--- config.mk ---
export PLATFORM = sky130hd
export DESIGN_NAME = miner_top
export DESIGN_NICKNAME = d
export VERILOG_FILES = /design/src/hw/miner_pkg.sv /design/src/hw/miner_top.sv /design/src/hw/register_readback.sv /design/src/hw/result_capture.sv /design/src/hw/work_dispatch.sv /design/src/hw/header_loader.sv /design/src/hw/bus_decode.sv
export SDC_FILE = /design/constraint.sdc
export NUM_CORES = 2
export LEC_CHECK = 0
export ABC_AREA = 1
export BUFFER_PORTS_ARGS = -buffer_cell sky130_fd_sc_hd__buf_2
export CAP_MARGIN = 25
export CORE_ASPECT_RATIO = 0.8
export CORE_MARGIN = 2
export CORE_UTILIZATION = 35
export CTS_CLUSTER_DIAMETER = 120
export DETAILED_ROUTE_END_ITERATION = 6
export HOLD_SLACK_MARGIN = 0.02
export SLEW_MARGIN = 20
export SYNTH_ARGS = -nofsm -noshare
export SYNTH_HDL_FRONTEND = slang
export SYNTH_SLANG_ARGS = --single-unit
--- constraint.sdc ---
create_clock -name clk -period 31 [get_ports clk]
set_input_delay 1.55 -clock clk [delete_from_list [all_inputs] [get_ports clk]]
set_output_delay 1.55 -clock clk [all_outputs]
set_load 0.005 [all_outputs]
--- src/hw/miner_pkg.sv ---
// Bus address map, miner sizing, header union and the command, result and work types
package miner_pkg;

	typedef logic [7:0] byte_t;
	typedef logic [31:0] nonce_t;

	// Miner sizing
	localparam int NUM_MINERS = 5;
	localparam nonce_t NONCE_RANGE = 32'd1_000_000;	// Nonces searched per lane

	// Header layout
	localparam int HEADER_BYTES = 96;
	localparam int HEADER_BITS = HEADER_BYTES * 8;
	localparam int NONCE_LSB = 352;	// Nonce sits in header bytes 44 to 47

	// Register map of the host bus
	localparam int ADDR_HEADER_LAST = 95;
	localparam int ADDR_STATUS = 101;	// Load flags
	localparam int ADDR_START = 102;	// Write starts a load, read gives search flags
	localparam int ADDR_NONCE_BASE = 104;	// Four bytes per lane
	localparam int ADDR_RESULT_BASE = 148;
	localparam int RESULT_STRIDE = 5;	// Nonce bytes then found flag

	// Named view of the header, most significant field first
	typedef struct packed {
		logic [HEADER_BITS-NONCE_LSB-33:0] tail;
		nonce_t nonce;
		logic [NONCE_LSB-1:0] head;
	} header_fields_t;

	// Byte view for the bus, field view for work setup
	typedef union packed {
		byte_t [HEADER_BYTES-1:0] bytes;
		header_fields_t fields;
	} header_u;

	// One bus cycle after decode
	typedef struct packed {
		logic hdr_wr;
		logic start_wr;
		logic rd;
		byte_t data;
		logic [6:0] index;	// Header byte number
	} bus_cmd_t;

	typedef struct packed {
		logic found;
		nonce_t nonce;
	} lane_result_t;

	// Work handed to the lanes on each load
	typedef struct packed {
		header_u header;
		nonce_t [NUM_MINERS-1:0] start_nonce;
	} work_t;

endpackage
--- src/hw/miner_top.sv ---
// Miner controller top level: bus decode, header load, work dispatch, capture and readback
module miner_top (
	input logic clk,
	input logic rst_n,
	input logic write,
	input logic read,
	input logic chipselect,
	input logic [7:0] address,
	input miner_pkg::byte_t writedata,
	output miner_pkg::byte_t readdata,
	output miner_pkg::work_t work,
	output logic work_valid,
	input miner_pkg::lane_result_t [miner_pkg::NUM_MINERS-1:0] lane_results
);
	import miner_pkg::*;

	bus_cmd_t cmd;
	header_u header;
	logic loading;
	logic loaded;
	logic load_done;
	lane_result_t [NUM_MINERS-1:0] results;
	logic armed;
	logic stopped;

	bus_decode u_bus_decode (
		.write(write),
		.read(read),
		.chipselect(chipselect),
		.address(address),
		.writedata(writedata),
		.cmd(cmd)
	);

	header_loader u_header_loader (
		.clk(clk),
		.rst_n(rst_n),
		.cmd(cmd),
		.header(header),
		.loading(loading),
		.loaded(loaded),
		.load_done(load_done)
	);

	work_dispatch u_work_dispatch (
		.clk(clk),
		.rst_n(rst_n),
		.header(header),
		.load_done(load_done),
		.work(work),
		.work_valid(work_valid)
	);

	result_capture u_result_capture (
		.clk(clk),
		.rst_n(rst_n),
		.work_valid(work_valid),
		.loading(loading),
		.lane_results(lane_results),
		.results(results),
		.armed(armed),
		.stopped(stopped)
	);

	// Start nonces read back from the issued work
	register_readback u_register_readback (
		.clk(clk),
		.rst_n(rst_n),
		.cmd(cmd),
		.address(address),
		.header(header),
		.start_nonce(work.start_nonce),
		.results(results),
		.loading(loading),
		.loaded(loaded),
		.armed(armed),
		.stopped(stopped),
		.readdata(readdata)
	);

endmodule

--- src/hw/register_readback.sv ---
// Register readback: address map over header, start nonces, results and status flags
module register_readback (
	input logic clk,
	input logic rst_n,
	input miner_pkg::bus_cmd_t cmd,
	input logic [7:0] address,
	input miner_pkg::header_u header,
	input miner_pkg::nonce_t [miner_pkg::NUM_MINERS-1:0] start_nonce,
	input miner_pkg::lane_result_t [miner_pkg::NUM_MINERS-1:0] results,
	input logic loading,
	input logic loaded,
	input logic armed,
	input logic stopped,
	output miner_pkg::byte_t readdata
);
	import miner_pkg::*;

	logic [7:0] nonce_off;
	logic [7:0] res_off;
	logic [2:0] nonce_lane;
	logic [1:0] nonce_b;
	logic [2:0] res_lane;
	logic [2:0] res_b;
	logic in_nonce;
	logic in_result;
	byte_t rd_byte;

	// Lane and byte within lane for the nonce block
	assign nonce_off = 8'(address - ADDR_NONCE_BASE);
	assign nonce_lane = nonce_off[4:2];
	assign nonce_b = nonce_off[1:0];

	// Result block has five bytes per lane
	assign res_off = 8'(address - ADDR_RESULT_BASE);
	assign res_lane = 3'(res_off / RESULT_STRIDE);
	assign res_b = 3'(res_off % RESULT_STRIDE);

	assign in_nonce = (address >= ADDR_NONCE_BASE) &&
		(address < ADDR_NONCE_BASE + 4 * NUM_MINERS);
	assign in_result = (address >= ADDR_RESULT_BASE) &&
		(address < ADDR_RESULT_BASE + RESULT_STRIDE * NUM_MINERS);

	always_comb begin
		rd_byte = '0;	// Unmapped addresses read zero
		if (address <= ADDR_HEADER_LAST) begin
			rd_byte = header.bytes[cmd.index];
		end else if (address == ADDR_STATUS) begin
			rd_byte = {6'd0, loaded, loading};
		end else if (address == ADDR_START) begin
			rd_byte = {6'd0, stopped, armed};
		end else if (in_nonce) begin
			rd_byte = start_nonce[nonce_lane][{nonce_b, 3'b000} +: 8];	// LSB first
		end else if (in_result) begin
			if (res_b == 3'd4)
				rd_byte = {7'd0, results[res_lane].found};
			else
				rd_byte = results[res_lane].nonce[{res_b[1:0], 3'b000} +: 8];
		end
	end

	always_ff @(posedge clk or negedge rst_n) begin
		if (!rst_n)
			readdata <= '0;
		else if (cmd.rd && !loading)
			readdata <= rd_byte;	// Held through loading
	end

endmodule

--- src/hw/result_capture.sv ---
// Result capture: arms on new work and snapshots every lane on the first find
module result_capture (
	input logic clk,
	input logic rst_n,
	input logic work_valid,
	input logic loading,
	input miner_pkg::lane_result_t [miner_pkg::NUM_MINERS-1:0] lane_results,
	output miner_pkg::lane_result_t [miner_pkg::NUM_MINERS-1:0] results,
	output logic armed,
	output logic stopped
);
	import miner_pkg::*;

	logic any_found;

	always_comb begin
		any_found = 1'b0;
		for (int k = 0; k < NUM_MINERS; k++) begin
			any_found = any_found | lane_results[k].found;
		end
	end

	always_ff @(posedge clk or negedge rst_n) begin
		if (!rst_n) begin
			armed <= 1'b0;
			stopped <= 1'b0;
			results <= '0;
		end else if (loading) begin
			// A new header invalidates the last search
			armed <= 1'b0;
			stopped <= 1'b0;
			results <= '0;
		end else if (work_valid) begin
			armed <= 1'b1;
		end else if (armed && any_found) begin
			results <= lane_results;	// All lanes, as seen in the find cycle
			armed <= 1'b0;
			stopped <= 1'b1;
		end
	end

	// Search is either running or finished, never both
	assert property (@(posedge clk) disable iff (!rst_n) !(armed && stopped))
		else $error("armed and stopped both set");

endmodule

--- src/hw/work_dispatch.sv ---
// Work dispatch: per-lane start nonces from the header nonce and the work strobe
module work_dispatch (
	input logic clk,
	input logic rst_n,
	input miner_pkg::header_u header,
	input logic load_done,
	output miner_pkg::work_t work,
	output logic work_valid
);
	import miner_pkg::*;

	always_ff @(posedge clk or negedge rst_n) begin
		if (!rst_n)
			work_valid <= 1'b0;
		else
			work_valid <= load_done;	// One strobe per completed load
	end

	always_ff @(posedge clk) begin
		if (load_done) begin
			work.header <= header;
			// Lane k starts k ranges above the header nonce, wrapping at 2^32
			for (int k = 0; k < NUM_MINERS; k++) begin
				work.start_nonce[k] <= header.fields.nonce + nonce_t'(k) * NONCE_RANGE;
			end
		end
	end

	// Lanes take the work on a single edge
	assert property (@(posedge clk) disable iff (!rst_n) work_valid |=> !work_valid)
		else $error("work_valid longer than one cycle");

endmodule

--- src/hw/header_loader.sv ---
// Header loader: header byte buffer and the idle, loading and loaded sequence
module header_loader (
	input logic clk,
	input logic rst_n,
	input miner_pkg::bus_cmd_t cmd,
	output miner_pkg::header_u header,
	output logic loading,
	output logic loaded,
	output logic load_done
);
	import miner_pkg::*;

	logic start_load;
	logic byte_wr;
	logic last_byte;

	assign start_load = cmd.start_wr && !loading;	// Restart ignored mid-load
	assign byte_wr = cmd.hdr_wr && loading;
	assign last_byte = byte_wr && (cmd.index == 7'(ADDR_HEADER_LAST));

	always_ff @(posedge clk or negedge rst_n) begin
		if (!rst_n) begin
			loading <= 1'b0;
			loaded <= 1'b0;
			load_done <= 1'b0;
		end else begin
			load_done <= 1'b0;	// Single-cycle strobe
			if (start_load) begin
				loading <= 1'b1;
				loaded <= 1'b0;
			end else if (last_byte) begin
				// Byte 95 closes the load
				loading <= 1'b0;
				loaded <= 1'b1;
				load_done <= 1'b1;
			end
		end
	end

	always_ff @(posedge clk) begin
		if (start_load)
			header <= '0;	// Fresh header for each load
		else if (byte_wr)
			header.bytes[cmd.index] <= cmd.data;
	end

	// The last byte ends loading at the same edge that raises load_done
	assert property (@(posedge clk) disable iff (!rst_n) load_done |-> !loading)
		else $error("load_done high while loading");

endmodule

--- src/hw/bus_decode.sv ---
// Bus decoder: classifies host bus cycles into header writes, start commands and reads
module bus_decode (
	input logic write,
	input logic read,
	input logic chipselect,
	input logic [7:0] address,
	input miner_pkg::byte_t writedata,
	output miner_pkg::bus_cmd_t cmd
);
	import miner_pkg::*;

	logic wr_sel;

	assign wr_sel = write && chipselect;

	always_comb begin
		// Only header addresses count as header writes
		cmd.hdr_wr = wr_sel && (address <= ADDR_HEADER_LAST);

		// Start needs bit 0 set, other data is a no-op
		cmd.start_wr = wr_sel && (address == ADDR_START) && writedata[0];

		cmd.rd = read && chipselect;
		cmd.data = writedata;
		cmd.index = address[6:0];	// Meaningful only with hdr_wr or a header read
	end

endmodule

==> run_results.csv <==
group,metric,value,unit
outcome,status,"complete, but fails checks",
outcome,violations,"design-rule violations",
logic_synthesis,yosysWarningCount,0,
critical_path,crit_type,"in2reg",
clock_tree,cts.root.buffer_cell,"clkbuf_16",
critical_path,cp_common_cell,"nand2_1",
place,dp_hpwl,230000,um
layout,design_area,85200,um2
critical_path,worstReg2RegStart,"u_header_loader.load_done",
logic_synthesis,netlist-cell-type-count,63,
critical_path,cp_slowest_stage_delay,730,ps
floorplanning,core,203000,um2
critical_path,worstReg2RegEnd,"u_work_dispatch.work[587]",
worst_hold_path,hp-start,"u_header_loader.header[689]",
clock_tree,hold_buffers,0,
critical_path,critPathLaunchType,"input pin",
flow_run,maxCapViolations,0,
logic_synthesis,synth_ff_type,"edfxtp_1",
sta,min_period,8390,ps
detailed_routing,drc_errors,1,
critical_path,cp_data_required_time,31750,ps
grt,grt_max_degree,174,
clock_tree,cts.repair.resized,0,
detailed_routing,via_per_inst,5.53,
detailed_routing,drtPass1Iterations,7,
logic_synthesis,yosysMostFrequentCell,"o21ai_0",
sta,finClkSkew,60.4,ps
logic_synthesis,ys_top_cells_by_count,"o21ai_0 (961), a21oi_1 (925), edfxtp_1 (868), inv_1 (808), dfxtp_1 (768)",
floorplanning,placementRows,148,
logic_synthesis,synth.largest_area_cell,"edfxtp_1",
power,clkPwrFrac,0.420,
power,powerDensity,64.1,nW/um2
detailed_routing,num_vias,59200,
detailed_routing,antenna_left,0,
power,intPower,3.99,mW
sta,setup_viol,0,
logic_synthesis,synth_area_leaders,"edfxtp_1 (37%), dfxtp_1 (22%), o21ai_0 (6.7%)",
clock_tree,clock_sinks,1815,
grt,grt_overflow,0,
layout,finalNetCount,8035,
place,placed_area,78800,um2
floorplanning,die-area,208000,um2
logic_synthesis,synth-edff-count,868,
sta,clock.fmax,0.119,GHz
detailed_routing,wire_per_inst,29.8,um
layout,fin_cells,10700,
clock_tree,clk_latency,850,ps
logic_synthesis,syn_area,71400,um2
logic_synthesis,syn_nets,7198,
detailed_routing,drt-initial-drc-count,7480,
power,pwr-share-seq,0.470,
logic_synthesis,synth_top_area_share,0.365,
grt,grt_pass1_wl,432000,um
sta,worst_pin_slew,1190,ps
floorplanning,die_w,509,um
layout,area_growth,19.2,%
sta,period_share,0.270,
worst_hold_path,whs_path_depth,0,
critical_path,worstPathArrival,9140,ps
worst_hold_path,holdPathEnd,"u_work_dispatch.work[849]",
critical_path,reg2reg_slack,27040,ps
place,place_ws,21860,ps
clock_tree,cts_buffers,183,
sta,slew_headroom,0.206,
power,power.total,5.46,mW
critical_path,rr_worst_depth,3,
power,switching_share,0.269,
logic_synthesis,synth.yosys.seq_area_share,0.643,
sta,setup_tns,0,ps
place,port_buffers,1122,
clock_tree,clk_pin_slew_worst_paths,70,ps
critical_path,end_kind,"register",
clock_tree,clockBufferDepth,3,
sta,finalHoldViolCount,0,
sta,fin_ws,22610,ps
power,combPwrFrac,0.110,
place,gp_congestion,0.960,
logic_synthesis,synth-seq-cells,1815,
grt,antenna_found_initial,33,
layout,num-fill-cells,19600,
floorplanning,start_util,0.352,
layout,drive_gt1_frac,0.201,
place,dpl.cell_count,10300,
logic_synthesis,async_flop_share,0.0986,
logic_synthesis,synth.avg_cell_area,10.2,um2
clock_tree,cts_tree,"built",
worst_hold_path,hold_class,"reg2reg",
power,p_leak,39.2,nW
power,max-vdd-ir-drop,0.0493,mV
critical_path,critPathSlowestCell,"buf_4",
detailed_routing,wl,319000,um
power,switchingPower,1.47,mW
clock_tree,postCtsSetupBuffers,0,
sta,maxSlewViolCount,0,
critical_path,critPathMaxFanout,77,
logic_synthesis,syn-instance-count,6993,
clock_tree,h-tree-depth,4,
floorplanning,fp.dieH,408,um
floorplanning,ios,1123,
sta,rsz0062_at_grt,"false",
grt,grt_pass1_vias,55100,
grt,track_usage,0.295,
[critical path: cells and delay by family]
family	cells	cell delay, ps
fa+ha+maj	2	700
buf+inv	10	2620
compound gates	2	260
simple gates	31	3890
[power groups by stage]
stage,clock (mW),combinational [mW],sequential [mW]
floorplan,0,0.434,2.60
global placement,0,0.575,2.61
detailed placement,0,0.587,2.61
CTS,2.32,0.590,2.56
global route,2.41,0.649,2.57
finish,2.29,0.598,2.56
[registers in the layout, summed over array words and instances (netlist names)]
register / count
u_header_loader.load_done: 1
u_result_capture.stopped: 1
u_header_loader.loaded: 1
u_work_dispatch.work_valid: 1
u_register_readback.readdata: 8
u_header_loader.header: 768
u_header_loader.loading: 1
u_result_capture.results: 165
u_work_dispatch.work: 868
u_result_capture.armed: 1
[logic make-up (layout without fill, tap and decap cells)]
kind of cell               after synthesis  after routing  synth area share
other                                    0             14                 0
xor gates and xnor gates                89             89            0.0114
DFF                                   1815           1815             0.643
and+or+nand+nor                       1268           1268            0.0765
adders and majority gates               19             19           0.00333
buffers and inverters                 1399           2398            0.0799
AOI/OAI and AO/OA                     2403           2403             0.186
[cell type report]
cell class                      instances  area [um2]  area share
Clock inverter                         81         925      0.0109
Sequential cell                      1815       45900       0.539
Inverter                              836        3160      0.0371
Tap cell                             2700        3380      0.0397
Clock buffer                          266        5270      0.0619
Antenna cell                           14        35.0    0.000411
Multi-Input combinational cell       3779       19900       0.234
Timing Repair Buffer                 1215        6550      0.0770
[worst max path at each step]
stage	startpoint	end	slack, ps	cells past startpoint
6_report	address[3]	u_register_readback.readdata[4]	22610	45
5_1_grt	address[3]	u_register_readback.readdata[1]	22030	48
4_1_cts	address[3]	u_register_readback.readdata[5]	22740	45
3_5_place_dp	address[3]	u_register_readback.readdata[4]	21860	45
3_3_place_gp	address[3]	u_register_readback.readdata[1]	22090	48
2_1_floorplan	u_header_loader.load_done	u_work_dispatch.work_valid	11070	0
[per-stage QoR]
| stage | hold slack [ps] | util |
|---|---|---|
| 3_3_place_gp | 411 | 0.387 |
| 2_1_floorplan | 406 | - |
| 4_1_cts | 403 | 0.419 |
| 6_report | 397 | 0.419 |
| 3_5_place_dp | 413 | 0.388 |
| 5_1_grt | 411 | 0.419 |
[cell usage in the layout, fill, tap and decap left out, types with 27 or more instances in the layout]
cell       netlist  layout
nand2_1        744     741
o21ai_1         28      28
nand3_1        284     284
nor2_1         134     129
o21ai_0        961     961
nand4_1         37      37
dfxtp_1        768     768
a31oi_1         28      28
clkbuf_1       421      54
clkinv_2         0      27
buf_4           67      86
a221oi_1        57      57
o211ai_1        51      51
buf_2            7    1112
edfxtp_1       868     868
o2111ai_1       41      41
dfrtp_1        179     178
a21oi_1        925     925
clkbuf_16        0     191
clkinv_1        14      27
o221ai_1        27      27
o22ai_1        211     211
inv_1          808     800
xor2_1          86      86
[per-layer routing]
metal	track usage	vias to the layer above	wire, um
met3	0.0754	617	31900
met2	0.444	3483	140000
met5	0	-	37
met1	0.390	29100	128000
li1	-	26000	-
met4	0.153	6	19100
No activity file was read; power rests on OpenSTA's default activity.
